<file path="src/sd_loader_params.svh">
`ifndef SD_LOADER_PARAMS_SVH
`define SD_LOADER_PARAMS_SVH

// ram word packing
`define SDL_WORD_BYTES 16 // card bytes per ram word
`define SDL_WORD_BITS 128
`define SDL_ADDR_BITS 22

// card side
`define SDL_BLOCK_BYTES 512 // one cmd17 transfer
`define SDL_INIT_TRIES 8 // acmd41 attempts before giving up

// load range
`define SDL_RAM_WORDS 64 // two blocks by default
`define SDL_RAM_BASE 22'h000100 // first word address written

// sclk half period in clk50 cycles, kept small for simulation
`define SDL_CLK_DIV 2

`endif

</file>
<file path="src/sd_loader_pkg.sv">
`include "sd_loader_params.svh"

package sd_loader_pkg;

	typedef logic [`SDL_WORD_BITS-1:0] ram_word_t; // 16 card bytes, first byte in the low lane
	typedef logic [`SDL_ADDR_BITS-1:0] ram_addr_t; // word address

	typedef enum logic [2:0] {
		WAIT_CARD,   // card bring-up still running
		START_BLOCK, // rd held until the reader goes busy
		GET_BYTE,
		ACK_BYTE,
		WRITE_WORD,  // we held until op_begun
		ERROR,
		DONE
	} ldr_state_t;

endpackage

</file>
<file path="src/sd_spi_pkg.sv">
package sd_spi_pkg;

	// 6-bit command index as sent after the 01 start bits
	typedef enum logic [5:0] {
		CMD_GO_IDLE    = 6'd0,
		CMD_READ_BLOCK = 6'd17,
		ACMD_SEND_OP   = 6'd41, // only valid right after cmd55
		CMD_APP        = 6'd55
	} sd_cmd_t;

	typedef enum logic [15:0] {
		ERR_NONE         = 16'h0000,
		ERR_CMD0         = 16'h0001, // card did not go idle
		ERR_INIT_TIMEOUT = 16'h0002, // acmd41 never returned ready
		ERR_READ_RESP    = 16'h0003  // cmd17 rejected or no token
	} sd_err_t;

	localparam logic [7:0] R1_IDLE    = 8'h01; // in idle state bit only
	localparam logic [7:0] R1_READY   = 8'h00;
	localparam logic [7:0] DATA_TOKEN = 8'hFE; // start of single block data

	typedef enum logic [3:0] {
		RD_POWERUP, RD_CMD, RD_R1, RD_IDLE, RD_TOKEN,
		RD_DATA, RD_HANDSHAKE, RD_CRC, RD_FAIL
	} sd_rd_state_t;

endpackage

</file>
<file path="src/sd_block_reader.sv">
`timescale 1ns/10ps
`include "sd_loader_params.svh"

module sd_block_reader import sd_spi_pkg::*; (
	input  logic        clk50,
	input  logic        reset,
	input  logic        rd_i,         // block read request
	input  logic [31:0] addr_i,       // cmd17 argument
	output logic        busy_o,
	output logic [7:0]  byte_o,
	output logic        byte_rdy_o,
	input  logic        byte_ack_i,
	output sd_err_t     error_o,
	output logic        cs_bo,
	output logic        xfer_o,       // to shifter
	output logic [7:0]  tx_byte_o,
	input  logic [7:0]  rx_byte_i,
	input  logic        shift_done_i
);

	sd_rd_state_t state;
	sd_cmd_t      cmd_q;      // command in flight, decides what its r1 means
	logic [31:0]  arg_q;
	logic [9:0]   cnt;        // dummy bytes, frame bytes, polls or data bytes
	logic [3:0]   tries;      // acmd41 attempts
	logic         wait_q;     // shifter exchange outstanding
	logic         wants_byte;
	logic [7:0]   next_tx;

	function automatic logic [7:0] frame_byte(input sd_cmd_t cmd, input logic [31:0] arg,
			input logic [2:0] idx);
		logic [7:0] b;
		case (idx)
			3'd0: b = {2'b01, cmd}; // start and transmission bits
			3'd1: b = arg[31:24];
			3'd2: b = arg[23:16];
			3'd3: b = arg[15:8];
			3'd4: b = arg[7:0];
			default: b = (cmd == CMD_GO_IDLE) ? 8'h95 : 8'h01; // fixed crc for cmd0 else stop bit
		endcase
		return b;
	endfunction

	assign wants_byte = (state == RD_POWERUP) || (state == RD_CMD) || (state == RD_R1) ||
		(state == RD_TOKEN) || (state == RD_DATA) || (state == RD_CRC);
	assign next_tx = (state == RD_CMD) ? frame_byte(cmd_q, arg_q, cnt[2:0]) : 8'hFF;

	always_ff @(posedge clk50) begin
		xfer_o <= 1'b0; // strobe
		if (reset) begin
			state <= RD_POWERUP;
			cmd_q <= CMD_GO_IDLE;
			cnt <= '0;
			tries <= '0;
			wait_q <= 1'b0;
			busy_o <= 1'b1; // busy through bring-up
			byte_rdy_o <= 1'b0;
			error_o <= ERR_NONE;
			cs_bo <= 1'b1;
			tx_byte_o <= 8'hFF;
		end else begin
			if (wants_byte && !wait_q) begin // launch next exchange
				xfer_o <= 1'b1;
				tx_byte_o <= next_tx;
				wait_q <= 1'b1;
			end else if (shift_done_i) begin
				wait_q <= 1'b0;
			end
			case (state)
				RD_POWERUP: if (shift_done_i) begin // 10 bytes = 80 clocks, cs high
					cnt <= (cnt == 10'd9) ? '0 : cnt + 10'd1;
					if (cnt == 10'd9) begin
						cs_bo <= 1'b0;
						arg_q <= '0;
						state <= RD_CMD;
					end
				end
				RD_CMD: if (shift_done_i) begin // six byte frame
					cnt <= (cnt == 10'd5) ? '0 : cnt + 10'd1;
					if (cnt == 10'd5)
						state <= RD_R1;
				end
				RD_R1: if (shift_done_i) begin
					cnt <= cnt + 10'd1;
					if (rx_byte_i != 8'hFF || cnt == 10'd15) begin // answer or 16 polls gone
						cnt <= '0;
						state <= RD_CMD; // most outcomes send another command
						case (cmd_q)
							CMD_GO_IDLE: if (rx_byte_i == R1_IDLE) begin
								cmd_q <= CMD_APP;
							end else begin
								error_o <= ERR_CMD0;
								state <= RD_FAIL;
							end
							CMD_APP: begin
								cmd_q <= ACMD_SEND_OP;
								arg_q <= 32'h4000_0000; // hcs, host takes high capacity
							end
							ACMD_SEND_OP: if (rx_byte_i == R1_READY) begin
								busy_o <= 1'b0; // bring-up ok, error stays none
								cs_bo <= 1'b1;
								state <= RD_IDLE;
							end else if (tries == 4'(`SDL_INIT_TRIES - 1)) begin
								error_o <= ERR_INIT_TIMEOUT;
								state <= RD_FAIL;
							end else begin
								tries <= tries + 4'd1;
								cmd_q <= CMD_APP;
								arg_q <= '0;
							end
							default: if (rx_byte_i == R1_READY) begin // cmd17 accepted
								state <= RD_TOKEN;
							end else begin
								error_o <= ERR_READ_RESP;
								state <= RD_FAIL;
							end
						endcase
					end
				end
				RD_IDLE: if (rd_i) begin
					arg_q <= addr_i;
					cmd_q <= CMD_READ_BLOCK;
					busy_o <= 1'b1; // held until crc bytes are gone
					cs_bo <= 1'b0;
					state <= RD_CMD;
				end
				RD_TOKEN: if (shift_done_i) begin
					cnt <= cnt + 10'd1;
					if (rx_byte_i == DATA_TOKEN) begin
						cnt <= '0;
						state <= RD_DATA;
					end else if (cnt == 10'd1023) begin // token never came
						error_o <= ERR_READ_RESP;
						state <= RD_FAIL;
					end
				end
				RD_DATA: if (shift_done_i) begin
					byte_o <= rx_byte_i;
					byte_rdy_o <= 1'b1;
					state <= RD_HANDSHAKE;
				end
				RD_HANDSHAKE: if (byte_rdy_o && byte_ack_i) begin
					byte_rdy_o <= 1'b0;
				end else if (!byte_rdy_o && !byte_ack_i) begin // loader released ack
					cnt <= (cnt == 10'(`SDL_BLOCK_BYTES - 1)) ? '0 : cnt + 10'd1;
					state <= (cnt == 10'(`SDL_BLOCK_BYTES - 1)) ? RD_CRC : RD_DATA;
				end
				RD_CRC: if (shift_done_i) begin // two crc bytes, discarded
					cnt <= cnt + 10'd1;
					if (cnt == 10'd1) begin
						cnt <= '0;
						busy_o <= 1'b0; // end of block
						cs_bo <= 1'b1;
						state <= RD_IDLE;
					end
				end
				RD_FAIL: cs_bo <= 1'b1; // card unusable, busy stays high
				default: state <= RD_FAIL;
			endcase
		end
	end

endmodule

</file>
<file path="src/sd_ram_loader.sv">
`timescale 1ns/10ps
`include "sd_loader_params.svh"

module sd_ram_loader import sd_loader_pkg::*, sd_spi_pkg::*; #(
	parameter bit sdhc = 1'b1 // block index argument, else byte address
) (
	input  logic        clk50,
	input  logic        reset,
	output logic        sd_rd_o,
	output logic [31:0] sd_addr_o,
	input  logic        sd_busy_i,
	input  logic [7:0]  sd_byte_i,
	input  logic        sd_byte_rdy_i,
	output logic        sd_byte_ack_o,
	input  sd_err_t     sd_error_i,
	output logic        ram_we_o,
	output ram_addr_t   ram_addr_o,
	output ram_word_t   ram_data_o,
	input  logic        ram_op_begun_i, // ram took the word
	output logic        done_o,
	output logic        error_o
);

	localparam int idx_bits = $clog2(`SDL_WORD_BYTES);
	localparam int words_per_block = `SDL_BLOCK_BYTES / `SDL_WORD_BYTES;

	ldr_state_t            state_r, state_x;
	ram_addr_t             word_cnt_r, word_cnt_x; // words written so far
	logic [idx_bits-1:0]   byte_idx_r, byte_idx_x; // byte lane being filled
	ram_word_t             data_r, data_x;

	assign ram_addr_o = `SDL_RAM_BASE + word_cnt_r;
	assign ram_data_o = data_r;
	assign sd_addr_o = sdhc ? 32'(word_cnt_r) / words_per_block : 32'(word_cnt_r) * `SDL_WORD_BYTES;

	always_ff @(posedge clk50) begin
		data_r <= data_x;
		if (reset) begin
			state_r <= WAIT_CARD;
			word_cnt_r <= '0;
			byte_idx_r <= '0;
		end else begin
			state_r <= state_x;
			word_cnt_r <= word_cnt_x;
			byte_idx_r <= byte_idx_x;
		end
	end

	always_comb begin
		state_x = state_r;
		word_cnt_x = word_cnt_r;
		byte_idx_x = byte_idx_r;
		data_x = data_r;
		sd_rd_o = 1'b0;
		sd_byte_ack_o = 1'b0;
		ram_we_o = 1'b0;
		done_o = 1'b0;
		error_o = 1'b0;
		case (state_r)
			WAIT_CARD: begin // failure keeps busy high so look at the code first
				if (sd_error_i != ERR_NONE)
					state_x = ERROR;
				else if (!sd_busy_i)
					state_x = START_BLOCK;
			end
			START_BLOCK: begin
				sd_rd_o = 1'b1; // address follows the word counter
				if (sd_busy_i)
					state_x = GET_BYTE;
			end
			GET_BYTE: begin
				if (!sd_busy_i) begin // block ended, fetch the next one
					state_x = START_BLOCK;
				end else if (sd_byte_rdy_i) begin
					data_x[byte_idx_r*8 +: 8] = sd_byte_i;
					state_x = ACK_BYTE;
				end
			end
			ACK_BYTE: begin
				sd_byte_ack_o = 1'b1;
				if (!sd_byte_rdy_i) begin // reader saw the ack
					byte_idx_x = byte_idx_r + 1'b1; // wraps after the last lane
					if (byte_idx_r == idx_bits'(`SDL_WORD_BYTES - 1))
						state_x = WRITE_WORD;
					else
						state_x = GET_BYTE;
				end
			end
			WRITE_WORD: begin
				ram_we_o = 1'b1; // addr and data frozen meanwhile
				if (ram_op_begun_i) begin
					word_cnt_x = word_cnt_r + 1'b1;
					if (word_cnt_r == ram_addr_t'(`SDL_RAM_WORDS - 1))
						state_x = DONE;
					else
						state_x = GET_BYTE;
				end
			end
			ERROR: error_o = 1'b1;
			DONE: done_o = 1'b1;
			default: state_x = ERROR;
		endcase
	end

endmodule

</file>
<file path="src/sd_ram_loader_top.sv">
`timescale 1ns/10ps

module sd_ram_loader_top import sd_loader_pkg::*, sd_spi_pkg::*; (
	input  logic      clk50,
	input  logic      reset,
	output logic      ram_we_o,
	output ram_addr_t ram_addr_o,
	output ram_word_t ram_data_o,
	input  logic      ram_op_begun_i,
	output logic      done_o,
	output logic      error_o,
	output logic      cs_bo,
	output logic      sclk_o,
	output logic      mosi_o,
	input  logic      miso_i
);

	logic        sd_rd;      // loader to reader
	logic [31:0] sd_addr;
	logic        sd_busy;
	logic [7:0]  sd_byte;
	logic        sd_byte_rdy;
	logic        sd_byte_ack;
	sd_err_t     sd_error;
	logic        xfer;       // reader to shifter
	logic [7:0]  tx_byte;
	logic [7:0]  rx_byte;
	logic        shift_done;

	sd_ram_loader u_loader (
		.clk50(clk50), .reset(reset),
		.sd_rd_o(sd_rd), .sd_addr_o(sd_addr), .sd_busy_i(sd_busy),
		.sd_byte_i(sd_byte), .sd_byte_rdy_i(sd_byte_rdy), .sd_byte_ack_o(sd_byte_ack),
		.sd_error_i(sd_error),
		.ram_we_o(ram_we_o), .ram_addr_o(ram_addr_o), .ram_data_o(ram_data_o),
		.ram_op_begun_i(ram_op_begun_i), .done_o(done_o), .error_o(error_o)
	);

	sd_block_reader u_reader (
		.clk50(clk50), .reset(reset),
		.rd_i(sd_rd), .addr_i(sd_addr), .busy_o(sd_busy),
		.byte_o(sd_byte), .byte_rdy_o(sd_byte_rdy), .byte_ack_i(sd_byte_ack),
		.error_o(sd_error), .cs_bo(cs_bo),
		.xfer_o(xfer), .tx_byte_o(tx_byte), .rx_byte_i(rx_byte), .shift_done_i(shift_done)
	);

	spi_byte_shifter u_shifter (
		.clk50(clk50), .reset(reset),
		.xfer_i(xfer), .tx_byte_i(tx_byte), .rx_byte_o(rx_byte), .done_o(shift_done),
		.sclk_o(sclk_o), .mosi_o(mosi_o), .miso_i(miso_i)
	);

endmodule

</file>
<file path="src/spi_byte_shifter.sv">
`timescale 1ns/10ps
`include "sd_loader_params.svh"

module spi_byte_shifter (
	input  logic       clk50,
	input  logic       reset,
	input  logic       xfer_i,    // one cycle start strobe
	input  logic [7:0] tx_byte_i, // sampled with xfer_i
	output logic [7:0] rx_byte_o,
	output logic       done_o,    // one cycle, rx_byte_o valid
	output logic       sclk_o,
	output logic       mosi_o,
	input  logic       miso_i
);

	logic [7:0] shreg;   // tx leaves at bit 7 and rx enters at bit 0
	logic [7:0] div_cnt; // position inside the sclk half period
	logic [2:0] bit_cnt; // rising edges so far, wraps to 0 after eight
	logic       active;  // byte in flight
	logic       half_end;

	assign half_end = (div_cnt == 8'(`SDL_CLK_DIV - 1));

	always_ff @(posedge clk50) begin
		done_o <= 1'b0; // strobe
		if (reset) begin
			active <= 1'b0;
			sclk_o <= 1'b0; // mode 0 idles low
			mosi_o <= 1'b1;
			div_cnt <= '0;
			bit_cnt <= '0;
		end else if (xfer_i) begin
			active <= 1'b1;
			shreg <= tx_byte_i;
			mosi_o <= tx_byte_i[7]; // msb valid before the first rising edge
			div_cnt <= '0;
			bit_cnt <= '0;
		end else if (active) begin
			div_cnt <= half_end ? '0 : div_cnt + 8'd1;
			if (half_end) begin
				sclk_o <= ~sclk_o;
				if (!sclk_o) begin // rising edge, sample miso
					shreg <= {shreg[6:0], miso_i};
					bit_cnt <= bit_cnt + 3'd1;
				end else if (bit_cnt == 3'd0) begin // falling edge after the 8th sample
					active <= 1'b0;
					done_o <= 1'b1;
					rx_byte_o <= shreg;
					mosi_o <= 1'b1; // back to idle high
				end else begin
					mosi_o <= shreg[7]; // next tx bit on falling edge
				end
			end
		end
	end

endmodule

</file>
<file path="config.mk">
export PLATFORM = sky130hd
export DESIGN_NAME = sd_ram_loader_top
export DESIGN_NICKNAME = d
export VERILOG_FILES = /design/src/sd_loader_pkg.sv /design/src/sd_spi_pkg.sv /design/src/sd_block_reader.sv /design/src/sd_ram_loader.sv /design/src/sd_ram_loader_top.sv /design/src/spi_byte_shifter.sv
export VERILOG_INCLUDE_DIRS = /design/src
export SDC_FILE = /design/constraint.sdc
export NUM_CORES = 1
export LEC_CHECK = 0
export BUFFER_PORTS_ARGS = -buffer_cell sky130_fd_sc_hd__buf_4
export CORE_MARGIN = 2
export CORE_UTILIZATION = 62
export DETAILED_ROUTE_END_ITERATION = 7
export PLACE_DENSITY_LB_ADDON = 0.08
export SLEW_MARGIN = 20
export SYNTH_ARGS = -nofsm -noshare
export SYNTH_HDL_FRONTEND = slang
export SYNTH_SLANG_ARGS = --single-unit
</file>
<file path="constraint.sdc">
create_clock -name clk50 -period 13.4 [get_ports clk50]
set_clock_uncertainty 0.1 [all_clocks]
set_input_delay 1.34 -clock clk50 [delete_from_list [all_inputs] [get_ports clk50]]
set_output_delay 1.34 -clock clk50 [all_outputs]
set_load 0.005 [all_outputs]
</file>
# --- Word-level counts from Yosys, hierarchy flattened ---
# Index checks and enable logic that the tools add are counted.
totals:
  input_bits: 4
  latchBits: 0
  rom_bits: 0
  register_bits: 281
  ram_bits: 0
  mem_count: 0
  elab_cells: 287
op_classes:
  eq_ne: 67
  order_cmp: 0
  n_mul: 0
  add_sub_neg: 8
  reduce_logical: 52
  div_mod_pow: 0
  shift: 2
  bitwise: 10
  mux: 123
ops:
  columns: ["op", "n"]
  rows:
  - ["$mux 32", 7]
  - ["$mux 16", 9]
  - ["$mux 10", 13]
  - ["$bwmux 128", 1]
  - ["$shift 8x34->128 const A", 1]
  - ["$shiftx 8x34->128", 1]
  - ["$pmux 32 s3", 1]
  - ["$mux 4", 19]
  - ["$pmux 32 s2", 1]
  - ["$pmux 10 s6", 1]
  - ["$mux 8", 7]
  - ["$pmux 16 s3", 1]
  - ["$pmux 8 s5", 1]
  - ["$mux 1", 37]
  - ["$mux 6", 6]
  - ["$pmux 4 s9", 1]
  - ["$neg 7->34", 1]
  - ["$pmux 16 s2", 1]
  - ["$ne 3x3->1 const B", 10]
  - ["$ne 2x2->1 const B", 14]
  - ["$mux 3", 9]
  - ["$reduce_and 8->1", 3]
  - ["$add 22x1->22 const B", 1]
  - ["$add 9x22->22 const A", 1]
  - ["53 further kinds", 115]

# --- Longest topological paths before layout ---
depth:
  word_depth: 8
  mapped_depth: 9
  depth_no_buf: 8

# --- Hierarchy ---
# Synthesis repeated with hierarchy kept, for this count alone.
unflattened:
  hier_cells: 1117
  area_unflattened_um2: 12344.3
by_module_without_submodules:
  columns: ["mod", "n_inst", "cells_each", "seq_area_each_um2", "area_per_inst_um2"]
  rows:
  - ["sd_ram_loader", 1, 582, 4424.2, 6795.3]
  - ["sd_block_reader", 1, 423, 1961.9, 4207.8]
  - ["spi_byte_shifter", 1, 112, 780.7, 1341.3]

# --- Worst setup path after synthesis ---
# OpenSTA, ideal clock, no wires.
synth_path:
  kind: "reg-to-reg"
  start: "register u_reader.cnt[4]"
  end: "register u_reader.arg_q[0], enable pin"
  t_arrival_ps: 3958
  t_required_ps: 12861
  setup_time_ps: 439
  synth_period_minus_slack_ps: 4497
  n_path_buf: 0
  path_stages_with_launch: 7
  path_slack_ps: 8903
  cell_sequence: "dfxtp_1 > or4_4 > or4_4 > a31o_1 > a21oi_1 > o21ai_0 > nor4_1"
synth_between:
  elab_chain_cells: 4
synth_lines:
  columns: ["element", "line_no", "text"]
  rows:
  - ["from (decl)", "sd_block_reader.sv:24", "logic [9:0] cnt;"]
  - ["from (signal assigned)", "sd_block_reader.sv:71", "cnt <= (cnt == 10'd9) ? '0 : cnt + 10'd1;"]
  - ["from (signal assigned)", "sd_block_reader.sv:79", "cnt <= (cnt == 10'd5) ? '0 : cnt + 10'd1;"]
  - ["from (signal assigned)", "sd_block_reader.sv:84", "cnt <= cnt + 10'd1;"]
  - ["$eq 10x4->1", "sd_block_reader.sv:85", "if (rx_byte_i != 8'hFF || cnt == 10'd15) begin"]
  - ["$logic_or 1x1->1", "sd_block_reader.sv:85", null]
  - ["$ne 2x2->1 (no line)", null, null]
  - ["$reduce_and 10->1 (no line) *", null, null]
  - ["to (signal assigned)", "sd_block_reader.sv:121", "arg_q <= addr_i;"]
  - ["to (decl)", "sd_block_reader.sv:23", "logic [31:0] arg_q;"]
# Every way passes the cells marked *; elsewhere a longest branch is shown, timed or not.
# A chain may end at the register's enable or synchronous reset.

# --- Worst setup path after layout ---
layout_path:
  start: "register u_loader.word_cnt_r[10]"
  end: "output ram_addr_o[17]"
layout_between:
  elab_chain_cells: 1
layout_lines:
  columns: ["element", "line_no", "text"]
  rows:
  - ["from (decl)", "sd_ram_loader.sv:28", "ram_addr_t word_cnt_r, word_cnt_x;"]
  - ["from (signal assigned)", "sd_ram_loader.sv:44", "word_cnt_r <= word_cnt_x;"]
  - ["$add 9x22->22 (no line)", null, null]
  - ["to (decl)", "sd_ram_loader_top.sv:7", "output ram_addr_t ram_addr_o,"]
# No other way between the ends.

==> metrics.md <==
| Metric | Value |
|---|---|
| Outcome | `complete, no violations` |
| Hold Vio Cnt, Final | `0` |
| Clock Tree Root | `clkbuf_16` |
| Max Freq | `281 MHz` |
| Initial Util | `62.8%` |
| Synth Area in Simple Gates | `21.7%` |
| Worst-path cell chain | `and3_1 -> nand3_1 -> nor2_1 -> nand2_1 -> xnor2_1 -> buf_4` |
| Chip height | `139 µm` |
| CTS buffer count | `25` |
| Die area | `0.0192 mm²` |
| Slowest stage delay, CP | `0.49 ns` |
| Min cycle time layout | `3.55 ns` |
| WHS Path Cells | `1` |
| Fillers | `1293` |
| Post-route setup slack | `9.85 ns` |
| Initial antenna violation count | `0` |
| Setup Viol. Count Final | `0` |
| RSZ-0062 raised after global routing | `false` |
| Setup Crit Path Kind | `reg -> out` |
| Drt via density | `5.89` |
| Register area | `0.00675 mm²` |
| DRC violations left | `0` |
| Post-synthesis cell area | `0.0112 mm²` |
| Data arrival time of the critical path | `2.11 ns` |
| Setup bufs post-CTS | `0` |
| Max-cap violations | `0` |
| Initial DRC Count | `831` |
| Final core utilization | `74.4%` |
| GRT Overall Usage | `26.2%` |
| Total gr overflow | `0` |
| HP Class | `reg -> reg` |
| Clock slew at reported path FFs | `0.06 ns` |
| Worst reg2reg endpoint | `u_reader.arg_q[9]$_SDFFCE_PN0P_` |
| Clk_lat worst skew | `0.50 ns` |
| Post-DP HPWL | `17800 µm` |
| Core Region | `0.0179 mm²` |
| Share of cells above drive strength 1 | `19.1%` |
| Flop2flop setup slack | `10.07 ns` |
| Synthesized Nets | `1052` |
| # clock sinks | `252` |
| Post-synth EDFFs | `170` |
| Largest net degree at the start of global routing | `73` |
| IO buf count | `159` |
| Area delta synth->final | `18.5%` |
| RR Startpoint | `u_reader.cnt[4]$_SDFFE_PP0P_` |
| Cell variety after synth | `67` |
| Final Max Slew Viols | `0` |
| Final setup TNS | `0 ns` |
| CP top delay family | `simple AND/OR/NAND/NOR gates` |
| Crit. End Element | `primary output` |
| Synth Area in Adders | `2.20%` |
| Main flop type after synthesis | `edfxtp_1` |
| Vias | `8299` |
| Slew Limit Headroom | `32.1%` |
| Resized Gates After CTS | `0` |
| Chip width | `139 µm` |
| GPL Wtd Cong | `0.897` |
| Warnings from Yosys | `0` |
| Hold_sp | `u_reader.tx_byte_o[1]$_SDFFE_PP1P_` |
| First-pass GRT wire length | `41200 µm` |
| Nets | `1184` |
| Vias in the first global route | `7852` |
| Crit path buf inv count | `1` |
| Yosys reg bits | `252` |
| PD cells | `118 mW/mm²` |
| Period utilization | `26.5%` |
| Worst-path maximum fanout | `8` |
| Worst Hold Endpoint | `u_reader.tx_byte_o[1]$_SDFFE_PP1P_` |
| Slowest CP cell | `dfxtp_1` |
| Synth async-reset ratio | `0%` |
| Combinational family with the most area after synthesis | `simple AND/OR/NAND/NOR gates` |
| Place WS | `9.94 ns` |
| Avg WL per Cell | `18.5 µm` |
| Drt total wl | `26100 µm` |
| Seq/Total Area, Yosys | `60.0%` |
| Placed insts | `1363` |
| Worst Path Required | `11.96 ns` |
| Footprint of the multi-input gates | `0.00418 mm²` |
| Startpoint Class | `register` |
| R2R depth | `7` |
| Post-synthesis average cell area | `10.9 µm²` |
| Post-synthesis xor/xnor area fraction | `4.13%` |
| Clock Tree Buf Depth | `3` |
| Post-synthesis compound-gate area fraction | `7.50%` |
| P_leak | `4.78 nW` |
| Final Instance Count excl. Fillers | `1408` |
| H-tree depth | `1` |
| CTS tree | `yes` |
| Mapped Cells | `1029` |
| Std cell rows | `49` |
| # hold bufs at CTS | `0` |
| Slew of the pin with the lowest slew margin | `1.01 ns` |
| Io pins | `160` |
| DRT antenna net count | `0` |
| DRT Pass-1 Iters | `6` |
| Post-synthesis mux area share | `1.44%` |
| Peak VDD IR | `0.144 mV` |
| Ant. Diodes | `0` |
[Yosys cell counts (3+ instances only)]
library cell | number | area, µm²
a211o_1 | 10 | 87.6
a211oi_1 | 8 | 60.1
a21o_1 | 4 | 30.0
a21oi_1 | 30 | 150
a221oi_1 | 7 | 61.3
a311oi_1 | 5 | 43.8
a31oi_1 | 3 | 18.8
and2_1 | 82 | 513
and3_1 | 23 | 144
and4_1 | 3 | 26.3
buf_4 | 3 | 22.5
clkbuf_1 | 52 | 195
dfxtp_1 | 82 | 1640
edfxtp_1 | 170 | 5100
ha_1 | 19 | 238
inv_1 | 28 | 105
mux2_2 | 9 | 101
mux2i_1 | 6 | 60.1
nand2_1 | 66 | 248
nand2b_1 | 9 | 56.3
nand3_1 | 18 | 90.1
nand3b_1 | 4 | 30.0
nand4_1 | 16 | 100
nor2_1 | 164 | 616
nor2b_1 | 8 | 50.1
nor3_1 | 34 | 170
nor3b_1 | 3 | 22.5
nor4_1 | 17 | 106
o211ai_1 | 3 | 22.5
o21ai_0 | 22 | 110
or2_2 | 4 | 25.0
or3_1 | 14 | 87.6
or4_1 | 4 | 30.0
xnor2_1 | 21 | 184
xor2_1 | 32 | 280
[cell type report]
cell class,count,area share [%]
clock inverters,9,0.554
well taps,229,2.15
repair buffers,163,9.18
inverters,28,0.789
multi-input cells,691,31.4
flip-flops and latches,252,50.6
clock buffers,36,5.31
[layer usage]
| metal | GRT usage (%) | routed length, µm | up-vias | share of wire (%) |
|---|---|---|---|---|
| li1 | - | - | 3934 | - |
| met1 | 34.3 | 10700 | 3981 | 41 |
| met2 | 45.7 | 13100 | 340 | 50 |
| met3 | 4.35 | 1820 | 44 | 7.0 |
| met4 | 7.18 | 522 | 0 | 2.0 |
| met5 | 0 | 0 | - | 0 |
[kinds of logic after synthesis]
group                      Yosys count
adders and majority gates           20
buffers and inverters               86
AOI/OAI and AO/OA                  121
DFF                                252
xor gates and xnor gates            53
and+or+nand+nor                    482
muxes                               15
[flip-flops by register name (all words and copies together) (netlist names), 2 cells and up]
register             flops
u_loader.word_cnt_r     22
u_loader.byte_idx_r      4
u_shifter.div_cnt        8
u_shifter.bit_cnt        3
u_reader.cmd_q           5
u_reader.byte_o          8
u_reader.error_o         2
u_loader.state_r         3
u_reader.tx_byte_o       8
u_loader.ram_data_o    128
u_reader.tries           4
u_shifter.rx_byte_o      8
u_reader.arg_q          18
u_shifter.shreg          8
u_reader.state           4
u_reader.cnt            10
[how the worst max path moves through the flow]
stage,slack (ns),start,end,cells after the start
2_1_floorplan,8.90,u_reader.cnt[4]$_SDFFE_PP0P_,u_reader.arg_q[0]$_SDFFCE_PN0P_,6
3_3_place_gp,10.07,ram_op_begun_i,u_loader.word_cnt_r[21]$_SDFFE_PP0P_,6
3_5_place_dp,9.94,ram_op_begun_i,u_loader.word_cnt_r[21]$_SDFFE_PP0P_,6
4_1_cts,9.83,u_loader.word_cnt_r[10]$_SDFFE_PP0P_,ram_addr_o[17],6
5_1_grt,9.69,u_loader.word_cnt_r[10]$_SDFFE_PP0P_,ram_addr_o[17],6
6_report,9.85,u_loader.word_cnt_r[10]$_SDFFE_PP0P_,ram_addr_o[17],6
[through the flow]
stage	power (W)	hold WS (ns)	cell area (µm²)
2_1_floorplan	0.000905	0.322	11200
3_3_place_gp	0.000919	0.345	12500
3_5_place_dp	0.000921	0.349	12500
4_1_cts	0.00158	0.360	13300
5_1_grt	0.00162	0.378	13300
6_report	0.00157	0.361	13300
[power by group]
| part | total, W | internal (W) | switching [W] |
|---|---|---|---|
| Combinational | 0.0000616 | 0.0000252 | 0.0000364 |
| Sequential | 0.000844 | 0.000830 | 0.0000136 |
| Clock | 0.000666 | 0.000385 | 0.000280 |
| Total | 0.00157 | 0.00124 | 0.000330 |
[cells in the final DEF, fill, tap and decap left out, drive strengths merged, types with 4 or more instances in the layout]
cell	n
a211o	10
a211oi	8
a21o	4
a21oi	30
a221oi	7
a311oi	5
and2	82
and3	23
buf	163
clkbuf	36
clkinv	6
dfxtp	82
edfxtp	170
ha	19
inv	29
mux2	9
mux2i	6
nand2	66
nand2b	9
nand3	18
nand3b	4
nand4	16
nor2	164
nor2b	8
nor3	34
nor4	17
o21ai	22
or2	4
or3	14
or4	6
xnor2	21
xor2	32
Note: power is estimated with default switching activity, not from simulation.
